**src/verilog/glyphs.mem**
```
// One byte per glyph row, MSB is the leftmost pixel
// 8 rows per glyph, codes 0 to 7 are blank H E L O W R D
00
00
00
00
00
00
00
00
66
66
66
7E
66
66
66
00
7E
60
60
7C
60
60
7E
00
60
60
60
60
60
60
7E
00
3C
66
66
66
66
66
3C
00
63
63
63
6B
7F
77
63
00
7C
66
66
7C
78
6C
66
00
78
6C
66
66
66
6C
78
00

```
**src/verilog/vga_pkg.sv**
```systemverilog
package vga_pkg;

    ////////////////////////////////////////
    // Video timing bundle
    typedef struct packed {
        logic [11:0] hcount;
        logic [11:0] vcount;
        logic        hsync;
        logic        vsync;
        logic        hblnk;
        logic        vblnk;
    } vga_timing_t;

    // 4 bits per channel
    typedef struct packed {
        logic [3:0] r;
        logic [3:0] g;
        logic [3:0] b;
    } rgb_t;

    // Per-pixel result of the text path
    typedef struct packed {
        logic in_box;
        logic lit;
    } text_layer_t;

    // Per-pixel result of the pointer path
    typedef struct packed {
        logic cursor;
        logic hover;
        logic pressed;
    } pointer_layer_t;

    ////////////////////////////////////////
    // Palette
    localparam rgb_t BLANK_COLOUR   = 12'h000;
    localparam rgb_t BG_COLOUR      = 12'h112;
    localparam rgb_t TEXT_BG_COLOUR = 12'h0f0;
    localparam rgb_t LETTER_COLOUR  = 12'h00f;
    localparam rgb_t HOVER_COLOUR   = 12'hff0;
    localparam rgb_t PRESS_COLOUR   = 12'hf80;
    localparam rgb_t CURSOR_COLOUR  = 12'hfff;

    // Text grid, cell is 8 wide and 16 tall (glyph rows doubled)
    localparam int BOX_COLS = 16;
    localparam int BOX_ROWS = 5;
    localparam int CELL_W   = 8;
    localparam int CELL_H   = 16;

    // Glyph codes, row-major, code 0 is a blank cell
    localparam logic [2:0] BOX_TEXT [0:79] = '{
        3'd0, 3'd1, 3'd2, 3'd3, 3'd3, 3'd4, 3'd0, 3'd5, 3'd4, 3'd6, 3'd3, 3'd7, 3'd0, 3'd0, 3'd0, 3'd0,
        3'd0, 3'd0, 3'd0, 3'd0, 3'd0, 3'd0, 3'd0, 3'd0, 3'd0, 3'd0, 3'd0, 3'd0, 3'd0, 3'd0, 3'd0, 3'd0,
        3'd7, 3'd6, 3'd5, 3'd4, 3'd3, 3'd2, 3'd1, 3'd0, 3'd1, 3'd2, 3'd3, 3'd4, 3'd5, 3'd6, 3'd7, 3'd0,
        3'd0, 3'd0, 3'd0, 3'd0, 3'd0, 3'd0, 3'd0, 3'd0, 3'd0, 3'd0, 3'd0, 3'd0, 3'd0, 3'd0, 3'd0, 3'd0,
        3'd1, 3'd1, 3'd2, 3'd2, 3'd0, 3'd5, 3'd5, 3'd6, 3'd6, 3'd0, 3'd7, 3'd7, 3'd4, 3'd4, 3'd3, 3'd3
    };

endpackage

```
**src/verilog/vga_timing.sv**
```systemverilog
`timescale 1ns/1ps

module vga_timing #(
    parameter int H_ACTIVE = 800,
    parameter int H_FRONT  = 40,
    parameter int H_SYNC   = 128,
    parameter int H_BACK   = 88,
    parameter int V_ACTIVE = 600,
    parameter int V_FRONT  = 1,
    parameter int V_SYNC   = 4,
    parameter int V_BACK   = 23
) (
    input  logic                 clk,
    input  logic                 rst,
    output vga_pkg::vga_timing_t timing
);

    // Frame geometry in counter terms
    localparam logic [11:0] H_LAST     = 12'(H_ACTIVE + H_FRONT + H_SYNC + H_BACK - 1);
    localparam logic [11:0] V_LAST     = 12'(V_ACTIVE + V_FRONT + V_SYNC + V_BACK - 1);
    localparam logic [11:0] H_VIS_END  = 12'(H_ACTIVE);
    localparam logic [11:0] V_VIS_END  = 12'(V_ACTIVE);
    localparam logic [11:0] H_SYNC_BEG = 12'(H_ACTIVE + H_FRONT);
    localparam logic [11:0] H_SYNC_END = 12'(H_ACTIVE + H_FRONT + H_SYNC);
    localparam logic [11:0] V_SYNC_BEG = 12'(V_ACTIVE + V_FRONT);
    localparam logic [11:0] V_SYNC_END = 12'(V_ACTIVE + V_FRONT + V_SYNC);

    logic [11:0] hcount_nxt;
    logic [11:0] vcount_nxt;

    ////////////////////////////////////////
    // Counter advance
    always_comb begin
        hcount_nxt = timing.hcount + 12'd1;
        vcount_nxt = timing.vcount;
        // End of line wraps h and steps v
        if (timing.hcount == H_LAST) begin
            hcount_nxt = '0;
            if (timing.vcount == V_LAST) begin
                vcount_nxt = '0;
            end else begin
                vcount_nxt = timing.vcount + 12'd1;
            end
        end
    end

    // Sync and blank decoded from the next counts so they line up with them
    always_ff @(posedge clk) begin
        if (rst) begin
            timing <= '0;
        end else begin
            timing.hcount <= hcount_nxt;
            timing.vcount <= vcount_nxt;
            timing.hsync  <= (hcount_nxt >= H_SYNC_BEG) && (hcount_nxt < H_SYNC_END);
            timing.vsync  <= (vcount_nxt >= V_SYNC_BEG) && (vcount_nxt < V_SYNC_END);
            timing.hblnk  <= (hcount_nxt >= H_VIS_END);
            timing.vblnk  <= (vcount_nxt >= V_VIS_END);
        end
    end

    // Line counter stays inside the line total
    a_hcount_range: assert property (
        @(posedge clk) disable iff (rst) timing.hcount <= H_LAST
    );

endmodule

```
**src/verilog/pipe_delay.sv**
```systemverilog
`timescale 1ns/1ps

module pipe_delay #(
    parameter int  DEPTH = 1,
    parameter type T     = logic
) (
    input  logic clk,
    input  logic rst,
    input  T     din,
    output T     dout
);

    // Shift chain, stage 0 closest to the input
    T stage [DEPTH];

    always_ff @(posedge clk) begin
        if (rst) begin
            for (int i = 0; i < DEPTH; i++) begin
                stage[i] <= '0;
            end
        end else begin
            stage[0] <= din;
            for (int i = 1; i < DEPTH; i++) begin
                stage[i] <= stage[i-1];
            end
        end
    end

    assign dout = stage[DEPTH-1];

endmodule

```
**src/verilog/glyph_rom.sv**
```systemverilog
`timescale 1ns/1ps

module glyph_rom (
    input  logic       clk,
    input  logic [2:0] code,
    input  logic [2:0] row,
    output logic [7:0] bits
);

    ////////////////////////////////////////
    // 8 glyphs of 8 rows each, MSB is the leftmost pixel
    logic [7:0] rom [0:63];

    initial begin
        $readmemh("/design/src/verilog/glyphs.mem", rom);
    end

    // Address is glyph code then row
    logic [5:0] addr;

    assign addr = {code, row};

    // One cycle read latency
    always_ff @(posedge clk) begin
        bits <= rom[addr];
    end

endmodule

```
**src/verilog/text_box_render.sv**
```systemverilog
`timescale 1ns/1ps

module text_box_render #(
    parameter int BOX_X = 432,
    parameter int BOX_Y = 400
) (
    input  logic                 clk,
    input  logic                 rst,
    input  vga_pkg::vga_timing_t timing,
    output vga_pkg::text_layer_t text_layer
);

    // Box extent in pixels, end bounds exclusive
    localparam int BOX_W = vga_pkg::BOX_COLS * vga_pkg::CELL_W;
    localparam int BOX_H = vga_pkg::BOX_ROWS * vga_pkg::CELL_H;
    localparam logic [11:0] X_BEG = 12'(BOX_X);
    localparam logic [11:0] X_END = 12'(BOX_X + BOX_W);
    localparam logic [11:0] Y_BEG = 12'(BOX_Y);
    localparam logic [11:0] Y_END = 12'(BOX_Y + BOX_H);

    logic        in_box;
    logic [11:0] rx;
    logic [11:0] ry;
    logic [3:0]  cell_col;
    logic [2:0]  cell_row;
    logic [6:0]  cell_idx;
    logic [2:0]  code;

    // Stage 1
    logic [2:0]  code_q;
    logic [2:0]  glyph_row_q;
    logic [2:0]  bit_q;
    logic        in_box_q;

    // Stage 2, alongside the ROM read
    logic [2:0]  bit_q2;
    logic        in_box_q2;
    logic [7:0]  glyph_bits;

    ////////////////////////////////////////
    // Hit test and cell addressing
    assign in_box = (timing.hcount >= X_BEG) && (timing.hcount < X_END) &&
                    (timing.vcount >= Y_BEG) && (timing.vcount < Y_END);
    assign rx = timing.hcount - X_BEG;
    assign ry = timing.vcount - Y_BEG;

    // 8 pixels per column, 16 lines per row
    assign cell_col = rx[6:3];
    assign cell_row = ry[6:4];

    // Row-major index, parked at 0 outside the box
    assign cell_idx = in_box ? {cell_row, cell_col} : 7'd0;
    assign code     = vga_pkg::BOX_TEXT[cell_idx];

    always_ff @(posedge clk) begin
        if (rst) begin
            code_q      <= '0;
            glyph_row_q <= '0;
            bit_q       <= '0;
            in_box_q    <= 1'b0;
            bit_q2      <= '0;
            in_box_q2   <= 1'b0;
        end else begin
            code_q      <= code;
            // Each glyph row shown on two lines
            glyph_row_q <= ry[3:1];
            bit_q       <= rx[2:0];
            in_box_q    <= in_box;
            bit_q2      <= bit_q;
            in_box_q2   <= in_box_q;
        end
    end

    ////////////////////////////////////////
    // Glyph fetch
    glyph_rom u_glyph_rom (
        .clk  (clk),
        .code (code_q),
        .row  (glyph_row_q),
        .bits (glyph_bits)
    );

    // Leftmost pixel is bit 7
    always_comb begin
        text_layer.in_box = in_box_q2;
        text_layer.lit    = in_box_q2 & glyph_bits[3'd7 - bit_q2];
    end

    // Only rows 0 to 4 exist inside the box
    a_cell_row: assert property (
        @(posedge clk) disable iff (rst)
        in_box |-> (cell_row < 3'(vga_pkg::BOX_ROWS))
    );

endmodule

```
**src/verilog/pointer_overlay.sv**
```systemverilog
`timescale 1ns/1ps

module pointer_overlay #(
    parameter int BOX_X = 432,
    parameter int BOX_Y = 400
) (
    input  logic                    clk,
    input  logic                    rst,
    input  vga_pkg::vga_timing_t    timing,
    input  logic [11:0]             mouse_xpos,
    input  logic [11:0]             mouse_ypos,
    input  logic                    mouse_left,
    output vga_pkg::pointer_layer_t pointer_layer
);

    localparam logic [11:0] X_BEG = 12'(BOX_X);
    localparam logic [11:0] X_END = 12'(BOX_X + vga_pkg::BOX_COLS * vga_pkg::CELL_W);
    localparam logic [11:0] Y_BEG = 12'(BOX_Y);
    localparam logic [11:0] Y_END = 12'(BOX_Y + vga_pkg::BOX_ROWS * vga_pkg::CELL_H);

    logic                    vsync_q;
    logic                    vsync_rise;
    logic [11:0]             x_s;
    logic [11:0]             y_s;
    logic                    btn_s;
    logic                    hover_now;
    vga_pkg::pointer_layer_t flags;
    vga_pkg::pointer_layer_t flags_q;

    ////////////////////////////////////////
    // Mouse snapshot, once per frame
    assign vsync_rise = timing.vsync & ~vsync_q;

    always_ff @(posedge clk) begin
        if (rst) begin
            vsync_q <= 1'b0;
            x_s     <= '0;
            y_s     <= '0;
            btn_s   <= 1'b0;
        end else begin
            vsync_q <= timing.vsync;
            if (vsync_rise) begin
                x_s   <= mouse_xpos;
                y_s   <= mouse_ypos;
                btn_s <= mouse_left;
            end
        end
    end

    // Frame-constant hover from the snapshot
    assign hover_now = (x_s >= X_BEG) && (x_s < X_END) && (y_s >= Y_BEG) && (y_s < Y_END);

    always_comb begin
        // Crosshair on the sampled column and line
        flags.cursor  = (timing.hcount == x_s) || (timing.vcount == y_s);
        flags.hover   = hover_now;
        flags.pressed = hover_now & btn_s;
    end

    always_ff @(posedge clk) begin
        if (rst) begin
            flags_q <= '0;
        end else begin
            flags_q <= flags;
        end
    end

    // Extra stage to match the text path latency
    pipe_delay #(
        .DEPTH (1),
        .T     (vga_pkg::pointer_layer_t)
    ) u_flag_delay (
        .clk  (clk),
        .rst  (rst),
        .din  (flags_q),
        .dout (pointer_layer)
    );

    // Press only ever shown on top of hover
    a_press_hover: assert property (
        @(posedge clk) disable iff (rst)
        pointer_layer.pressed |-> pointer_layer.hover
    );

endmodule

```
**src/verilog/pixel_mixer.sv**
```systemverilog
`timescale 1ns/1ps

module pixel_mixer (
    input  logic                    clk,
    input  logic                    rst,
    input  logic                    blank,
    input  vga_pkg::text_layer_t    text_layer,
    input  vga_pkg::pointer_layer_t pointer_layer,
    output vga_pkg::rgb_t           rgb
);

    vga_pkg::rgb_t rgb_nxt;

    ////////////////////////////////////////
    // Colour priority, highest first
    always_comb begin
        if (blank) begin
            rgb_nxt = vga_pkg::BLANK_COLOUR;
        end else if (pointer_layer.cursor) begin
            // Crosshair over everything visible
            rgb_nxt = vga_pkg::CURSOR_COLOUR;
        end else if (text_layer.in_box) begin
            if (text_layer.lit) begin
                rgb_nxt = vga_pkg::LETTER_COLOUR;
            end else if (pointer_layer.pressed) begin
                rgb_nxt = vga_pkg::PRESS_COLOUR;
            end else if (pointer_layer.hover) begin
                rgb_nxt = vga_pkg::HOVER_COLOUR;
            end else begin
                rgb_nxt = vga_pkg::TEXT_BG_COLOUR;
            end
        end else begin
            // Plain screen background
            rgb_nxt = vga_pkg::BG_COLOUR;
        end
    end

    // Output register
    always_ff @(posedge clk) begin
        if (rst) begin
            rgb <= '0;
        end else begin
            rgb <= rgb_nxt;
        end
    end

endmodule

```
**src/verilog/text_overlay_top.sv**
```systemverilog
`timescale 1ns/1ps

module text_overlay_top #(
    parameter int H_ACTIVE = 800,
    parameter int H_FRONT  = 40,
    parameter int H_SYNC   = 128,
    parameter int H_BACK   = 88,
    parameter int V_ACTIVE = 600,
    parameter int V_FRONT  = 1,
    parameter int V_SYNC   = 4,
    parameter int V_BACK   = 23,
    parameter int BOX_X    = 432,
    parameter int BOX_Y    = 400
) (
    input  logic                 clk,
    input  logic                 rst,
    input  logic [11:0]          mouse_xpos,
    input  logic [11:0]          mouse_ypos,
    input  logic                 mouse_left,
    output vga_pkg::vga_timing_t timing_out,
    output vga_pkg::rgb_t        rgb_out
);

    vga_pkg::vga_timing_t    timing_t0;
    vga_pkg::vga_timing_t    timing_t2;
    vga_pkg::text_layer_t    text_layer;
    vga_pkg::pointer_layer_t pointer_layer;

    ////////////////////////////////////////
    // Timing source
    vga_timing #(
        .H_ACTIVE (H_ACTIVE), .H_FRONT (H_FRONT), .H_SYNC (H_SYNC), .H_BACK (H_BACK),
        .V_ACTIVE (V_ACTIVE), .V_FRONT (V_FRONT), .V_SYNC (V_SYNC), .V_BACK (V_BACK)
    ) u_timing (
        .clk    (clk),
        .rst    (rst),
        .timing (timing_t0)
    );

    // Text and pointer paths, both 2 cycles
    text_box_render #(.BOX_X (BOX_X), .BOX_Y (BOX_Y)) u_text (
        .clk        (clk),
        .rst        (rst),
        .timing     (timing_t0),
        .text_layer (text_layer)
    );

    pointer_overlay #(.BOX_X (BOX_X), .BOX_Y (BOX_Y)) u_pointer (
        .clk           (clk),
        .rst           (rst),
        .timing        (timing_t0),
        .mouse_xpos    (mouse_xpos),
        .mouse_ypos    (mouse_ypos),
        .mouse_left    (mouse_left),
        .pointer_layer (pointer_layer)
    );

    ////////////////////////////////////////
    // Timing delay, tap at 2 for blanking, 3 at the output
    pipe_delay #(.DEPTH (2), .T (vga_pkg::vga_timing_t)) u_delay_t2 (
        .clk (clk), .rst (rst), .din (timing_t0), .dout (timing_t2)
    );

    pipe_delay #(.DEPTH (1), .T (vga_pkg::vga_timing_t)) u_delay_t3 (
        .clk (clk), .rst (rst), .din (timing_t2), .dout (timing_out)
    );

    pixel_mixer u_mixer (
        .clk           (clk),
        .rst           (rst),
        .blank         (timing_t2.hblnk | timing_t2.vblnk),
        .text_layer    (text_layer),
        .pointer_layer (pointer_layer),
        .rgb           (rgb_out)
    );

endmodule

```
**config.mk**
```make
export PLATFORM = sky130hd
export DESIGN_NAME = text_overlay_top
export DESIGN_NICKNAME = d
export VERILOG_FILES = /design/src/verilog/vga_pkg.sv /design/src/verilog/vga_timing.sv /design/src/verilog/pipe_delay.sv /design/src/verilog/glyph_rom.sv /design/src/verilog/text_box_render.sv /design/src/verilog/pointer_overlay.sv /design/src/verilog/pixel_mixer.sv /design/src/verilog/text_overlay_top.sv
export SDC_FILE = /design/constraint.sdc
export NUM_CORES = 1
export LEC_CHECK = 0
export BUFFER_PORTS_ARGS = -buffer_cell sky130_fd_sc_hd__clkbuf_2
export CORE_MARGIN = 2
export CORE_UTILIZATION = 40
export CTS_CLUSTER_DIAMETER = 100
export DETAILED_ROUTE_END_ITERATION = 6
export GPL_ROUTABILITY_DRIVEN = 0
export SLEW_MARGIN = 40
export SYNTH_ARGS = -nofsm -noshare
export SYNTH_HDL_FRONTEND = slang
export SYNTH_HIERARCHICAL = 1
export SYNTH_SLANG_ARGS = --single-unit
```
**constraint.sdc**
```tcl
create_clock -name clk -period 3.05 [get_ports clk]
set_input_delay 0.1525 -clock clk [delete_from_list [all_inputs] [get_ports clk]]
set_output_delay 0.1525 -clock clk [all_outputs]
set_load 0.05 [all_outputs]
```
### Word-level counts from Yosys, hierarchy flattened

Memories as Yosys holds them, arrays and structs flattened.
Index checks and enable logic that the tools add are counted.

* output and inout bits: 40
* memories: 3
* register bits after elaboration: 85
* bits of input ports: 27
* word-level logic and storage cells: 85
* memory bits (writable): 87

* equal/unequal tests: 4
* reduce and logical (&&, ||, !) cells: 12
* bitwise gates (word level): 7
* add/sub/neg operators: 4
* $lt $le $gt $ge: 15
* muxes and demuxes: 19

Memories
* u_delay_t2.stage: depth 2, width 28, rd ports 2, clocked after Yosys merged registers in 0, wr ports 2, line pipe_delay.sv:14 `T stage [DEPTH];`
* u_delay_t3.stage: depth 1, width 28, rd ports 1, clocked after Yosys merged registers in 0, wr ports 1, line pipe_delay.sv:14
* u_pointer.u_flag_delay.stage: depth 1, width 3, rd ports 1, clocked after Yosys merged registers in 0, wr ports 1, line pipe_delay.sv:14

Operators by type and width (number)
* 2-to-1 mux 12 bit: 8
* 2-to-1 mux 28 bit: 3
* >= comparator 12 x 10 -> 1 bit (second input constant): 4
* >= comparator 12 x 9 -> 1 bit (second input constant): 4
* < comparator 12 x 10 -> 1 bit (second input constant): 4
* OR reduction 28 bit: 1
* adder 12 x 1 -> 12 bit (second input constant): 2
* equality test 12 bit: 2
* < comparator 12 x 9 -> 1 bit (second input constant): 2
* equality test 12 x 10 -> 1 bit (second input constant): 1
* equality test 12 x 11 -> 1 bit (second input constant): 1
* logical AND 1 bit: 8
* subtractor 7 x 6 -> 7 bit (second input constant): 1
* 2-to-1 mux 1 bit: 6
* < comparator 3 x 4 -> 1 bit (second input constant): 1
* bitwise AND 1 bit: 3
* binary-select mux 1 bit (select 3 bit): 1
* 2-to-1 mux 3 bit: 1
* bitwise OR 1 bit: 3
* OR reduction 3 bit: 1
* subtractor 3 bit (first input constant): 1
* OR reduction 2 bit: 1
* logical OR 1 bit: 1
* inverter 1 bit: 1

### Longest topological paths before layout

* word-level depth: 7
* gate-level depth with buffers: 8
* mapped depth without buffers: 7

### Hierarchy

Netlist, hierarchy kept.

By module, submodules not included
* pipe_delay (u_delay_t2): seq. area each 1121.1 sq um, area each 1820.5 sq um, times used 1, cells an instance 146
* vga_timing: seq. area each 560.5 sq um, area each 1739.2 sq um, times used 1, cells an instance 207
* pointer_overlay: seq. area each 580.6 sq um, area each 1287.5 sq um, times used 1, cells an instance 161
* text_box_render: seq. area each 280.3 sq um, area each 909.6 sq um, times used 1, cells an instance 100
* pipe_delay (u_delay_t3): seq. area each 560.5 sq um, area each 778.2 sq um, times used 1, cells an instance 58
* pixel_mixer: seq. area each 140.1 sq um, area each 281.5 sq um, times used 1, cells an instance 29
* pipe_delay (u_pointer.u_flag_delay): seq. area each 60.1 sq um, area each 78.8 sq um, times used 1, cells an instance 6
* glyph_rom: seq. area each 0.0 sq um, area each 63.8 sq um, times used 1, cells an instance 9
* text_overlay_top: seq. area each 0.0 sq um, area each 6.3 sq um, times used 1, cells an instance 1

### Worst setup path before layout

Ideal clock, no wire load.

* path kind: reg-to-reg
* from: reg u_timing/timing[20] (netlist name)
* to: reg u_text/code_q[2] (netlist name)
* cell stages (with the launch flop): 10
* path slack: 563 ps
* arrival: 2412 ps
* setup time: 75 ps
* data required time: 2975 ps
* clock period less this slack: 2487 ps
* buffers on the path: 0
* path through: dfxtp_1 -> ha_1 -> or4b_1 -> o22ai_2 -> and4_4 -> nand2b_1 -> ha_1 -> nand2b_1 -> a311o_1 -> a31oi_1

### Worst setup path after layout

* from: reg u_timing/timing[16] (netlist name)
* to: reg u_timing/timing[2] (netlist name)

* word-level cells in the longest chain between the ends: 4
* elaborated cells between the ends (all ways): 5
* classes of those cells: order compare (2); eq/ne (1); mux (1); reduce/logical (1)

RTL lines
* equality test 12 x 11 -> 1 bit *: line vga_timing.sv:37 `if (timing.hcount == H_LAST) begin`
* 2-to-1 mux 12 bit *: line vga_timing.sv:37
* >= comparator 12 x 10 -> 1 bit / < comparator 12 x 10 -> 1 bit (equally long branches): line vga_timing.sv:55 `timing.vsync <= (vcount_nxt >= V_SYNC_BEG) && (vcount_nxt < V_SYNC_END);`
* logical AND 1 bit *: line vga_timing.sv:55

Mark *: on every way between the ends. The rest lies on a longest branch, timed or not.
A chain may end at the register's enable or synchronous reset.

==> results summary <==
The flow ran to the end, and the final reports show no timing, DRC or antenna violations. The number of DRC violations after detailed-routing iteration 0 came out at around 250. The die width came out at 131 µm.

The post-route standard cell area excluding fillers is 7420 µm². The accumulated negative setup slack is 0 ns. The min-delay analysis places its worst path in the category primary input to flop. The clock passes through at most 2 buffers. Data arrives at the worst endpoint at approximately 2.9 ns. The worst setup path is captured at a flop. The via count of the first global-routing pass is 4165. Net switching is 23.4% of the power. The wire length of the first global-routing pass is 20100 µm. The number of buffer cells added on primary ports came out at between 60 and 70.

The critical-path cell with the highest stage delay is sky130_fd_sc_hd__or4_4. The actual transition at the worst max-transition pin is between 0.6 and 0.7 ns. After detailed routing, the number of vias per cell comes to 4.61. Summed over all nets, the switching power comes to between 1 and 1.5 mW. The total iterations of the first detailed-routing run came out at 4. The clock network fraction of design power came out at a little under half. In the synthesized netlist, the number of instances is between 600 and 700.

The worst setup skew after layout is 0.00698 ns. The insertion delay to the later sink of the worst-skew pair came out at approximately 0.42 ns. The number of max-cap violations is 0. The number of core rows came out at 46. The deepest level of the CTS H-tree came out at 4. The area of the core is 15800 µm². The via count is 4305. The clock sink count is approximately 160. Setup repair after global routing left no endpoint under its margin.

TritonCTS built the clock tree. The average instance area after synthesis came out at between 9 and 10 µm². Traced cell by cell, the critical path runs through ha_1 -> and4_2 -> nand3_4 -> or4_4 -> a21oi_4 -> o2111ai_2 -> nor3_2. The nature of the critical path startpoint is a flop. The placed wire-length estimate after detailed placement is between 8000 and 9000 µm.

Power spread over the standard cell area amounts to 586 nW/µm². Across all hold checks on the routed design, the worst slack comes to just under 0.2 ns. The mapped netlist covers around 6500 µm². Dividing the detail-routed wire length by the instance count gives 12.6 µm. The total count of max-transition violations in the final report came out at 0. The number of antenna cells inserted came out at 0.

The largest net degree at the start of global routing came out at 56. During I/O placement, the number of pins put on the boundary was 67. The final count of hold timing violations is 0. The worst voltage drop across the vdd grid is around 0.38 mV. The final layout net count is ~740. Once the clock tree was built, the resizer swapped 0 gates to a different size.

The normalized max-slew margin is 57.5%. Clock-pin slew was measured on the worst setup and hold paths at 0.07 ns. The clock root buffer is sky130_fd_sc_hd__clkbuf_16. The number of remaining DRC errors is 0. In this run, placement finished with an instance count of 876. The worst setup path category is flop to flop. The power share of the combinational group is 4.4%. The overall routing resource usage is 14.3%. The number of antenna violations at the first check in global routing came out at 0. The post-detailed-route count of antenna-violating nets is 0. The share of layout cells above drive strength 1 is a little under a quarter. At the worst endpoint, the required time is 3.40 ns.

The highest clock rate came out at 0.400 GHz. The cell family contributing the most delay on the critical path is simple AND/OR/NAND/NOR gates. The internal portion of total power came out at approximately 3.3 mW. The post-placement cell area came out at 6600 µm².

Once layout is complete, the utilization of the core stands at 46.9%. The sum of routed wire length over all layers is 11700 µm. The TritonCTS buffer count is 17. Counting both buffers and inverters, the worst setup path holds a total of 0. Registers are responsible for 48.8% of the overall power. The biggest cell delay along the critical path came out at between 0.5 and 0.6 ns.

The leakage power of the design is 2.97 nW. The final critical-path share of the clock period is 82.0%. The total die area is approximately 17000 µm². Setup violations remaining at the end of the flow were counted as 0. The minimum period implied by the final worst setup slack is 2.50 ns. The largest driver fanout on the critical path came out at 13. The area growth from synthesis to layout is 14.8%. The height of the chip is 131 µm. The total overflow left after global routing is 0. The number of warnings issued by yosys came out at 6. For this configuration, the core starts out at a cell density of 40.8%.

The final cell count without fillers is 933.
worst register-to-register path: stages, from the launching register on:
cell	delay, ns
sky130_fd_sc_hd__dfxtp_1	0.46
sky130_fd_sc_hd__ha_1	0.30
sky130_fd_sc_hd__and4_2	0.43
sky130_fd_sc_hd__nand3_4	0.17
sky130_fd_sc_hd__or4_4	0.57
sky130_fd_sc_hd__a21oi_4	0.18
sky130_fd_sc_hd__o2111ai_2	0.15
sky130_fd_sc_hd__nor3_2	0.18
flip-flops by register name, indices dropped and copies added, names as in the netlist:
| register | count |
|---|---|
| u_pointer/btn_s | 1 |
| u_text/in_box_q | 1 |
| u_text/bit_q | 3 |
| u_delay_t3/stage | 28 |
| u_timing/timing | 28 |
| u_delay_t2/stage | 56 |
| u_pointer/u_flag_delay/stage | 3 |
| u_text/in_box_q2 | 1 |
| u_pointer/vsync_q | 1 |
| u_pointer/y_s | 12 |
| u_mixer/rgb | 7 |
| u_pointer/flags_q | 3 |
| u_pointer/x_s | 12 |
| u_text/bit_q2 | 3 |
per-stage QoR:
stage               power [mW]  setup slack, ns
global placement          2.33            0.697
floorplan                 2.31            0.943
CTS                       4.40            0.544
detailed placement        2.34            0.561
finish                    4.35            0.548
global route              4.51            0.413
area by class of cell:
type                       count  area, µm²
clock inverter                15        144
timing repair buffer          94        606
inverter                      12       45.0
clock buffer                  17        425
sequential                   159       3180
tap                          216        270
fill                        1535       8400
multi-input combinational    420       2750
cell usage in the layout, fill, tap and decap left out, drive strengths merged, types with 3 or more instances in the layout:
master,count
a211oi,4
a21oi,38
a31oi,7
and2,4
and2b,8
and3,7
and4,6
buf,4
clkbuf,82
clkinv,3
conb,8
dfxtp,159
dlygate4sd3,25
ha,5
inv,23
nand2,59
nand2b,5
nand3,13
nand4,14
nor2,34
nor2b,92
nor3,11
nor4,9
nor4b,3
o21ai,9
or2,6
or3,4
or4,5
xnor2,18
xor2,24
metal layers:
layer / track usage (%) / up-vias / wire, µm
met2: 21.8 / 94 / 5190
met1: 19.2 / 1955 / 5840
met4: 6.34 / 0 / 257
met5: 0 / - / 0
met3: 3.90 / 19 / 454
li1: - / 2237 / -
worst paths after layout:
| kind | start | to | slack (ns) | cells after the start |
|---|---|---|---|---|
| hold / removal | rst | u_delay_t2/stage[0][52]$_SDFF_PP0_ | 0.20 | 2 |
| setup / recovery | u_timing/timing[16]$_SDFF_PP0_ | u_timing/timing[2]$_SDFF_PP0_ | 0.55 | 7 |
| setup reg to reg | u_timing/timing[16]$_SDFF_PP0_ | u_timing/timing[2]$_SDFF_PP0_ | 0.55 | 7 |
| hold reg to reg | u_delay_t2/stage[0][51]$_SDFF_PP0_ | u_delay_t3/stage[0][23]$_SDFF_PP0_ | 0.43 | 1 |
power by group through the flow:
stage               clock [mW]  combinational, mW  sequential, mW
floorplan                    0              0.123            2.19
finish                    2.03              0.193            2.12
global route              2.18              0.210            2.13
CTS                       2.08              0.194            2.12
detailed placement           0              0.168            2.17
global placement             0              0.165            2.17
timing repair:
action | 4_1_cts | 5_1_grt
hold buffers | 25 | 0
hold endpoints to repair | 25 | 0
setup buffers | 0 | 0
Note: power is estimated with default switching activity, not from simulation.
